<file path="src/design/gpio_pkg.sv">
`default_nettype none

package gpio_pkg;

   // ----------------------------------------------------------------------
   // bus and pin sizing
   // ----------------------------------------------------------------------
   localparam int APB_DATA_W = 32;
   localparam int APB_ADDR_W = 8;
   localparam int MAX_IO     = 32;

   // register map
   localparam logic [APB_ADDR_W-1:0] ADDR_CFG_LIMIT = 8'h80;
   localparam logic [APB_ADDR_W-1:0] ADDR_INTR      = 8'h80;
   localparam logic [APB_ADDR_W-1:0] ADDR_GPIN      = 8'h90;
   localparam logic [APB_ADDR_W-1:0] ADDR_GPOUT     = 8'hA0;

   // interrupt type codes, codes 5..7 give no interrupt
   typedef enum logic [2:0] {
      INT_LEVEL_HIGH = 3'd0,
      INT_LEVEL_LOW  = 3'd1,
      INT_EDGE_POS   = 3'd2,
      INT_EDGE_NEG   = 3'd3,
      INT_EDGE_BOTH  = 3'd4
   } int_type_e;

   // per-pin configuration byte
   typedef struct packed {
      logic [2:0] int_type;
      logic       reserved;
      logic       int_en;
      logic       oe_en;
      logic       in_en;
      logic       out_en;
   } pin_cfg_t;

   // APB request side, as seen by the slave
   typedef struct packed {
      logic                  psel;
      logic                  penable;
      logic                  pwrite;
      logic [APB_ADDR_W-1:0] paddr;
      logic [APB_DATA_W-1:0] pwdata;
   } apb_req_t;

   // write-one-to-clear request for the interrupt status
   typedef struct packed {
      logic              strobe;
      logic [MAX_IO-1:0] mask;
   } irq_clr_t;

endpackage

`default_nettype wire
</file>
<file path="src/design/gpio_top.sv">
`timescale 1ns/1ps
`default_nettype none

module gpio_top
   import gpio_pkg::*;
#(
   parameter int                IO_NUM = 32,
   parameter logic [MAX_IO-1:0] IO_VAL = '0
)
(
   input  wire                    PCLK,
   input  wire                    aresetn,
   input  wire                    psel_i,
   input  wire                    penable_i,
   input  wire                    pwrite_i,
   input  wire  [APB_ADDR_W-1:0]  paddr_i,
   input  wire  [APB_DATA_W-1:0]  pwdata_i,
   input  wire  [IO_NUM-1:0]      gpio_in_i,
   output logic [APB_DATA_W-1:0]  prdata_o,
   output logic                   pready_o,
   output logic                   pslverr_o,
   output logic [IO_NUM-1:0]      int_o,
   output logic                   int_or_o,
   output logic [IO_NUM-1:0]      gpio_out_o,
   output logic [IO_NUM-1:0]      gpio_oe_o
);

   apb_req_t              apb_req;
   pin_cfg_t [IO_NUM-1:0] pin_cfg;
   irq_clr_t              irq_clr;
   logic [IO_NUM-1:0]     pin_level;
   logic [IO_NUM-1:0]     irq_status;

   assign apb_req.psel    = psel_i;
   assign apb_req.penable = penable_i;
   assign apb_req.pwrite  = pwrite_i;
   assign apb_req.paddr   = paddr_i;
   assign apb_req.pwdata  = pwdata_i;

   // zero wait states, never an error
   assign pready_o  = 1'b1;
   assign pslverr_o = 1'b0;

   gpio_apb_regs #(
      .IO_NUM (IO_NUM),
      .IO_VAL (IO_VAL)
   ) i_regs (
      .PCLK         (PCLK),
      .aresetn      (aresetn),
      .apb_i        (apb_req),
      .pin_level_i  (pin_level),
      .irq_status_i (irq_status),
      .prdata_o     (prdata_o),
      .pin_cfg_o    (pin_cfg),
      .irq_clr_o    (irq_clr),
      .gpio_out_o   (gpio_out_o),
      .gpio_oe_o    (gpio_oe_o)
   );

   gpio_input_monitor #(
      .IO_NUM (IO_NUM)
   ) i_monitor (
      .PCLK         (PCLK),
      .aresetn      (aresetn),
      .gpio_in_i    (gpio_in_i),
      .pin_cfg_i    (pin_cfg),
      .irq_clr_i    (irq_clr),
      .pin_level_o  (pin_level),
      .irq_status_o (irq_status),
      .int_o        (int_o),
      .int_or_o     (int_or_o)
   );

endmodule

`default_nettype wire

</file>
<file path="src/design/gpio_input_monitor.sv">
`timescale 1ns/1ps
`default_nettype none

module gpio_input_monitor
   import gpio_pkg::*;
#(
   parameter int IO_NUM = 32
)
(
   input  wire                    PCLK,
   input  wire                    aresetn,
   input  wire  [IO_NUM-1:0]      gpio_in_i,
   input  pin_cfg_t [IO_NUM-1:0]  pin_cfg_i,
   input  irq_clr_t               irq_clr_i,
   output logic [IO_NUM-1:0]      pin_level_o,
   output logic [IO_NUM-1:0]      irq_status_o,
   output logic [IO_NUM-1:0]      int_o,
   output logic                   int_or_o
);

   logic [IO_NUM-1:0] sync1_q;
   logic [IO_NUM-1:0] sync2_q;
   logic [IO_NUM-1:0] level_q;
   logic [IO_NUM-1:0] edge_pos_q;
   logic [IO_NUM-1:0] edge_neg_q;
   logic [IO_NUM-1:0] edge_both_q;
   logic [IO_NUM-1:0] status_q;
   logic [IO_NUM-1:0] rise;
   logic [IO_NUM-1:0] fall;
   logic [IO_NUM-1:0] clr_hit;
   logic [IO_NUM-1:0] int_en_v;
   logic [IO_NUM-1:0] int_src;

   // ----------------------------------------------------------------------
   // three-flop input synchronizer
   // ----------------------------------------------------------------------
   always_ff @(posedge PCLK or negedge aresetn)
   begin
      if (!aresetn)
      begin
         sync1_q <= '0;
         sync2_q <= '0;
         level_q <= '0;
      end
      else
      begin
         sync1_q <= gpio_in_i;
         sync2_q <= sync1_q;
         level_q <= sync2_q;
      end
   end

   assign pin_level_o = level_q;

   // edges seen as level_q is about to take the new value
   assign rise    = sync2_q & ~level_q;
   assign fall    = ~sync2_q & level_q;
   assign clr_hit = irq_clr_i.strobe ? irq_clr_i.mask[IO_NUM-1:0] : '0;

   always_comb
   begin
      for (int i = 0; i < IO_NUM; i++)
      begin
         int_en_v[i] = pin_cfg_i[i].int_en;
      end
   end

   // ----------------------------------------------------------------------
   // sticky edge latches
   // ----------------------------------------------------------------------
   // a new edge beats a clear in the same cycle
   // int_en low empties all three
   always_ff @(posedge PCLK or negedge aresetn)
   begin
      if (!aresetn)
      begin
         edge_pos_q  <= '0;
         edge_neg_q  <= '0;
         edge_both_q <= '0;
      end
      else
      begin
         edge_pos_q  <= int_en_v & (rise | (edge_pos_q & ~clr_hit));
         edge_neg_q  <= int_en_v & (fall | (edge_neg_q & ~clr_hit));
         edge_both_q <= int_en_v & (rise | fall | (edge_both_q & ~clr_hit));
      end
   end

   // source select per pin
   always_comb
   begin
      for (int i = 0; i < IO_NUM; i++)
      begin
         case (pin_cfg_i[i].int_type)
            INT_LEVEL_HIGH: int_src[i] = level_q[i];
            INT_LEVEL_LOW:  int_src[i] = ~level_q[i];
            INT_EDGE_POS:   int_src[i] = edge_pos_q[i];
            INT_EDGE_NEG:   int_src[i] = edge_neg_q[i];
            INT_EDGE_BOTH:  int_src[i] = edge_both_q[i];
            default:        int_src[i] = 1'b0;
         endcase
      end
   end

   assign int_o    = int_src & int_en_v;
   assign int_or_o = |int_o;

   // ----------------------------------------------------------------------
   // interrupt status follows int_o one cycle late
   // ----------------------------------------------------------------------
   always_ff @(posedge PCLK or negedge aresetn)
   begin
      if (!aresetn)
      begin
         status_q <= '0;
      end
      else if (irq_clr_i.strobe)
      begin
         status_q <= status_q & ~irq_clr_i.mask[IO_NUM-1:0];
      end
      else
      begin
         status_q <= int_o;
      end
   end

   assign irq_status_o = status_q;

   // the any-edge latch covers both single-edge latches
   a_both_covers: assert property (
      @(posedge PCLK) disable iff (!aresetn)
      ((edge_pos_q | edge_neg_q) & ~edge_both_q) == '0
   );

endmodule

`default_nettype wire

</file>
<file path="src/design/gpio_apb_regs.sv">
`timescale 1ns/1ps
`default_nettype none

module gpio_apb_regs
   import gpio_pkg::*;
#(
   parameter int                IO_NUM = 32,
   parameter logic [MAX_IO-1:0] IO_VAL = '0
)
(
   input  wire                    PCLK,
   input  wire                    aresetn,
   input  apb_req_t               apb_i,
   input  wire  [IO_NUM-1:0]      pin_level_i,
   input  wire  [IO_NUM-1:0]      irq_status_i,
   output logic [APB_DATA_W-1:0]  prdata_o,
   output pin_cfg_t [IO_NUM-1:0]  pin_cfg_o,
   output irq_clr_t               irq_clr_o,
   output logic [IO_NUM-1:0]      gpio_out_o,
   output logic [IO_NUM-1:0]      gpio_oe_o
);

   pin_cfg_t [IO_NUM-1:0] cfg_q;
   logic [IO_NUM-1:0]     gpout_q;
   logic [IO_NUM-1:0]     out_en_v;
   logic [IO_NUM-1:0]     oe_en_v;
   logic [IO_NUM-1:0]     in_en_v;
   logic [5:0]            slot;
   logic                  wr_en;
   logic                  cfg_wr;

   // ----------------------------------------------------------------------
   // write decode
   // ----------------------------------------------------------------------
   assign wr_en  = apb_i.psel & apb_i.penable & apb_i.pwrite;
   assign cfg_wr = wr_en & (apb_i.paddr < ADDR_CFG_LIMIT);
   assign slot   = apb_i.paddr[7:2];

   // one-cycle clear request with its mask straight from the write data
   assign irq_clr_o.strobe = wr_en & (apb_i.paddr == ADDR_INTR);
   assign irq_clr_o.mask   = apb_i.pwdata[MAX_IO-1:0];

   // configuration bytes in one word slot per pin
   always_ff @(posedge PCLK or negedge aresetn)
   begin
      if (!aresetn)
      begin
         cfg_q <= '0;
      end
      else
      begin
         for (int i = 0; i < IO_NUM; i++)
         begin
            if (cfg_wr && (int'(slot) == i))
            begin
               cfg_q[i] <= apb_i.pwdata[7:0];
            end
         end
      end
   end

   // output register
   always_ff @(posedge PCLK or negedge aresetn)
   begin
      if (!aresetn)
      begin
         gpout_q <= IO_VAL[IO_NUM-1:0];
      end
      else if (wr_en && (apb_i.paddr == ADDR_GPOUT))
      begin
         gpout_q <= apb_i.pwdata[IO_NUM-1:0];
      end
   end

   assign pin_cfg_o = cfg_q;

   // ----------------------------------------------------------------------
   // pin drive gating
   // ----------------------------------------------------------------------
   always_comb
   begin
      for (int i = 0; i < IO_NUM; i++)
      begin
         out_en_v[i] = cfg_q[i].out_en;
         oe_en_v[i]  = cfg_q[i].oe_en;
         in_en_v[i]  = cfg_q[i].in_en;
      end
   end

   assign gpio_out_o = gpout_q & out_en_v;
   // oe only when the output path itself is enabled
   assign gpio_oe_o  = oe_en_v & out_en_v;

   // ----------------------------------------------------------------------
   // read data mux driven straight from paddr
   // ----------------------------------------------------------------------
   always_comb
   begin
      prdata_o = '0;
      if (apb_i.paddr < ADDR_CFG_LIMIT)
      begin
         if (int'(slot) < IO_NUM)
         begin
            prdata_o = {{(APB_DATA_W-8){1'b0}}, cfg_q[slot]};
         end
      end
      else
      begin
         case (apb_i.paddr)
            ADDR_INTR:  prdata_o = APB_DATA_W'(irq_status_i);
            ADDR_GPIN:  prdata_o = APB_DATA_W'(pin_level_i & in_en_v);
            ADDR_GPOUT: prdata_o = APB_DATA_W'(gpout_q);
            default:    prdata_o = '0;
         endcase
      end
   end

   // ----------------------------------------------------------------------
   // checks
   // ----------------------------------------------------------------------

   // a clear only comes out of a proper setup then access sequence
   a_clr_after_setup: assert property (
      @(posedge PCLK) disable iff (!aresetn)
      irq_clr_o.strobe |->
         $past(apb_i.psel && !apb_i.penable && apb_i.pwrite &&
               (apb_i.paddr == ADDR_INTR))
   );

endmodule

`default_nettype wire

</file>
<file path="config.mk">
export PLATFORM = sky130hd
export DESIGN_NAME = gpio_top
export DESIGN_NICKNAME = d
export VERILOG_FILES = /design/src/design/gpio_pkg.sv /design/src/design/gpio_top.sv /design/src/design/gpio_input_monitor.sv /design/src/design/gpio_apb_regs.sv
export SDC_FILE = /design/constraint.sdc
export NUM_CORES = 1
export LEC_CHECK = 0
export ABC_AREA = 0
export BUFFER_PORTS_ARGS = -buffer_cell sky130_fd_sc_hd__buf_2
export CAP_MARGIN = 20
export CORE_AREA = 2 2 176 221
export DETAILED_ROUTE_END_ITERATION = 6
export DIE_AREA = 0 0 178 223
export PLACE_DENSITY = 0.91
export SYNTH_ARGS = -nofsm -noshare
export SYNTH_HDL_FRONTEND = slang
export SYNTH_SLANG_ARGS = --single-unit
</file>
<file path="constraint.sdc">
create_clock -name PCLK -period 5.51 [get_ports PCLK]
set_input_delay 1.3775 -clock PCLK [delete_from_list [all_inputs] [get_ports PCLK]]
set_output_delay 1.3775 -clock PCLK [all_outputs]
set_load 0.005 [all_outputs]
</file>
* Word-level counts from Yosys, hierarchy flattened *
Cells that the tools add are included.
Widths: inputs -> output; s select.

word-level totals
  flip-flop bits (word level) = 512
  output and inout port bits = 131
  input bits = 77
  logic and storage cells = 528

operators by class
  reduce and logical (&&, ||, !) cells = 67
  magnitude comparators = 3
  eq/ne operators = 162
  multiplexer cells = 39
  bitwise logic cells = 57

operators by type and width
  operator            count
  $and 32x32->32      13
  $eq 3x2->1 const B  64
  $pmux 1 s5          32
  $not 32->32         4
  $or 32x32->32       4
  $eq 3x1->1 const B  32
  $eq 3x3->1 const B  32
  $eq 6x6->1 const B  16
  $logic_not 3->1     32
  $mux 32             3
  $pmux 32 s3         1
  $eq 6x5->1 const B  8
  $bmux 8 s5          1
  $logic_and 1x1->1   33
  $not 1->1           32
  $reduce_or 32->1    1
  $eq 6x4->1 const B  4
  $eq 8x8->1 const B  3
  $mux 8              2
  $eq 6x3->1 const B  2
  $lt 6x6->1 const B  2
  $lt 8x8->1 const B  1
  $eq 6x2->1 const B  1
  $logic_not 6->1     1
  $and 1x1->1         4

* Longest topological paths before layout *
  depth after elaboration = 8
  gate-level depth with buffers = 10
  gate-level depth less buffers = 6

* Hierarchy *
A second synthesis with hierarchy kept.

second synthesis, totals
  cells, all modules = 2035
  area total of the unflattened synthesis = 24644.9 sq um

by module, submodules not included
  module              area each (sq um)  instances  seq. area each (sq um)  cells each
  gpio_apb_regs       14615.3            1          7206.9                  1126
  gpio_input_monitor  10007.1            1          5605.4                  905
  gpio_top            22.5               1          0.0                     4

* Least setup slack after synthesis *
Ideal clock, no wire load.

  path type = input to output
  from = input paddr_i[2]
  to = output prdata_o[6]
  required time = 4133 ps
  stages on the path = 7
  slack = 969 ps
  arrival time = 3164 ps
  path buffers = 3
  path through = clkbuf_1 -> buf_2 -> buf_2 -> mux4_2 -> mux2_2 -> a22oi_1 -> o211ai_1

between the ends
  cells in the longest elaborated chain, start to end = 4
  elaborated cells on any way between the ends = 10
  classes of those cells = order compare: 2; eq/ne: 3; mux: 5

ends and longest elaborated chain
  what                          RTL line              source
  start: declaration            gpio_top.sv:16        input wire [APB_ADDR_W-1:0] paddr_i,
  $bmux 8 s5                    gpio_apb_regs.sv:104  prdata_o = {{(APB_DATA_W-8){1'b0}}, cfg_q[slot]};
  $mux 8 (implied by the code)  gpio_apb_regs.sv:104
  $mux 8                        gpio_apb_regs.sv:102  if (int'(slot) < IO_NUM)
  $mux 32 (*)                   gpio_apb_regs.sv:100  if (apb_i.paddr < ADDR_CFG_LIMIT)
  end: declaration              gpio_top.sv:19        output logic [APB_DATA_W-1:0] prdata_o,

Every way passes the cells marked *; elsewhere a longest branch is shown, timed or not. The select of a mux whose other input is x is not followed.

* Final worst setup path *
  from = input paddr_i[2]
  to = output prdata_o[5]

The elaborated chain is that of the path after synthesis.

==> flow_summary.toml <==
[global_route]
grt_use_total_pct = 36.5
grt_overflow = 0
grt_pass1_wl_um = 108000
grt_max_degree = 117
antenna_found_initial = 3
grt_pass1_vias = 18247

[worst_setup_path]
endpoint_kind = "primary output"
crit_type = "input port to primary output"
crit_path_max_fanout = 29
start_kind = "input port"
crit_required_ns = 4.13
cp_data_arrival_time_ns = 3.66

[floorplanning]
start_util_pct = 64.2
die-area_um2 = 39700
die_x_um = 178
die_h_um = 223
core-area_um2 = 37700
row_count = 80
top_level_ports = 208

[yosys]
synth_top_cells_by_count = "dfrtp_1, mux2_2, nand2_1"
synth_seq_cells = 512
avgSynthCellArea_um2 = 12.6
synth_edf_count = 0
synthesis.nets = 2067
synth_area_leaders = "dfrtp_1, mux2_2, mux4_2"
netlist.area_leader.share_pct = 52.9
synth_cell_types = 53
ys_seq_area_share_pct = 52.9
synthCells = 1926
ys_warn_count = 0
syn_area_um2 = 24200
ys.flop_type = "dfrtp_1"
synth_most_common_cell = "dfrtp_1"
synth-async-reset-ratio_pct = 100
yosysTopAreaCell = "dfrtp_1"

[timing]
tightest_slew_ns = 1.00
period_share_pct = 91.5
rsz0062_at_grt = "no"
finalSetupViolCount = 0
slew_headroom_pct = 33.0
final_max_slew_viol_count = 0
tns_ns = 0
hold_viol_final = 0
fmax_mhz = 198
clock_skew_ns = 0.0113
final.min_clock_period_ns = 5.04

[route]
drtPass1Iterations = 6
first_iter_violations = 1671
drt_wl_total_um = 70800
routedWlPerCell_um = 26.6
via_per_inst = 6.55
drcViolationCount = 0
num_vias = 17455
final_antenna_net_count = 0

[flow_run]
cap_violations = 0

[clock_network]
ctsRootBufferMaster = "clkbuf_16"
cts_buffers = 50
cts_hold_buf = 0
htree_levels = 2
clk_latency_ns = 0.58
cts_buffer_depth = 3
cts_tree = "built"
cts.sinks = 512
cts_resized = 0
clk_pin_slew_ns = 0.06
cts_setup_buffers = 0

[layout]
final_cells = 2664
fin_util_pct = 73.0
drive_above_1_share_pct = 32.4
areaGrowthSynthToFinish_pct = 13.7
nets = 2271

[power]
p_leak_nw = 13.4
ir_drop_v = 0.000254
finalPower_w = 0.00823
power_density_nw_per_um2 = 298

[placement]
finalWeightedCongestion = 0.986
placed_cells = 2570
dp_hpwl_um = 48900
io_buffers = 205

[worst_hold_path]
worstHoldPathType = "flop to flop"

[status]
status = "finished, final reports clean"
[cell type report]
| class | count | area [µm²] |
|---|---|---|
| inverters | 99 | 372 |
| flip-flops and latches | 512 | 12800 |
| repair buffers | 233 | 1350 |
| fillers | 2285 | 10200 |
| clock buffers | 74 | 1540 |
| multi-input cells | 1234 | 10700 |
| diodes | 3 | 7.51 |
| well taps | 492 | 616 |
| clock inverters | 17 | 145 |
[worst max-delay path: stages]
cell	delay, ns
buf_4	0.42
buf_12	0.27
mux4_2	0.54
mux2_2	0.28
a31oi_1	0.34
o211ai_1	0.23
buf_2	0.19
[power by group]
part           total [W]  switching [W]  internal, W  leakage (nW)
combinational   0.000620       0.000343     0.000277          5.69
clock            0.00350        0.00148      0.00202         0.840
sequential       0.00411       0.000199      0.00391          6.86
total            0.00823        0.00202      0.00620          13.4
[flip-flops by register name (all words and copies together) (netlist names)]
| signal | cells |
|---|---|
| i_monitor.pin_level_o | 32 |
| i_monitor.sync2_q | 32 |
| i_monitor.edge_neg_q | 32 |
| i_regs.gpout_q | 32 |
| i_regs.pin_cfg_o | 256 |
| i_monitor.irq_status_o | 32 |
| i_monitor.sync1_q | 32 |
| i_monitor.edge_both_q | 32 |
| i_monitor.edge_pos_q | 32 |
[cells by family (layout without fill, tap and decap cells)]
family	after synthesis	after routing	synth area share, %
DFF	512	512	52.9
muxes	462	462	24.5
and+or+nand+nor	458	458	9.93
AOI/OAI and AO/OA	241	241	6.21
buffers and inverters	180	423	2.95
adders and majority gates	64	64	3.30
xor gates and xnor gates	7	7	0.253
other	2	5	0.0310
[cell usage in the layout, fill, tap and decap left out, types with 8 or more instances in the layout]
master / netlist / routed
nor2b_1: 66 / 65
nand4_1: 9 / 9
clkbuf_16: 0 / 53
a21boi_0: 31 / 31
a31oi_1: 39 / 39
mux2i_1: 86 / 86
nand2b_1: 15 / 15
nor2_1: 85 / 84
o211ai_1: 12 / 12
buf_4: 5 / 22
inv_1: 99 / 99
dfrtp_1: 512 / 512
clkinv_2: 0 / 12
ha_1: 64 / 64
o21ai_0: 53 / 53
nor3_1: 17 / 17
mux4_2: 72 / 72
mux2_2: 300 / 300
nand3b_1: 41 / 41
a21oi_1: 68 / 68
buf_2: 16 / 202
nor4b_1: 12 / 12
buf_12: 0 / 8
and2_1: 66 / 65
clkbuf_8: 0 / 13
clkbuf_1: 46 / 8
nand2_1: 128 / 128
[final timing paths]
check                                             end  depth (start not counted)             startpoint  slack (ns)
setup / recovery                          prdata_o[5]                          7             paddr_i[2]        0.47
hold / removal                  i_monitor.sync2_q[24]                          0  i_monitor.sync1_q[24]        0.34
setup reg to reg           i_monitor.irq_status_o[20]                          4  i_regs.pin_cfg_o[167]        3.76
hold reg to reg                 i_monitor.sync2_q[24]                          0  i_monitor.sync1_q[24]        0.34
max in group asynchronous        i_regs.pin_cfg_o[36]                          2                aresetn        3.43
min in group asynchronous       i_monitor.sync1_q[19]                          1                aresetn        0.86
[through the flow]
step	setup WS [ns]	hold WS, ns	area (µm²)
after floorplan	0.969	0.331	24200
after global placement	0.505	0.331	25900
after detailed placement	0.470	0.335	25900
after CTS	0.477	0.345	27600
after global routing	0.370	0.354	27600
final	0.470	0.341	27600
[layer usage]
metal | global-route usage [%] | part of all wire, %
met3 | 8.93 | 9.6
met2 | 57.0 | 47
met4 | 20.9 | 6.5
met1 | 46.7 | 37
met5 | 0 | 0
Note: power is estimated with default switching activity, not from simulation.
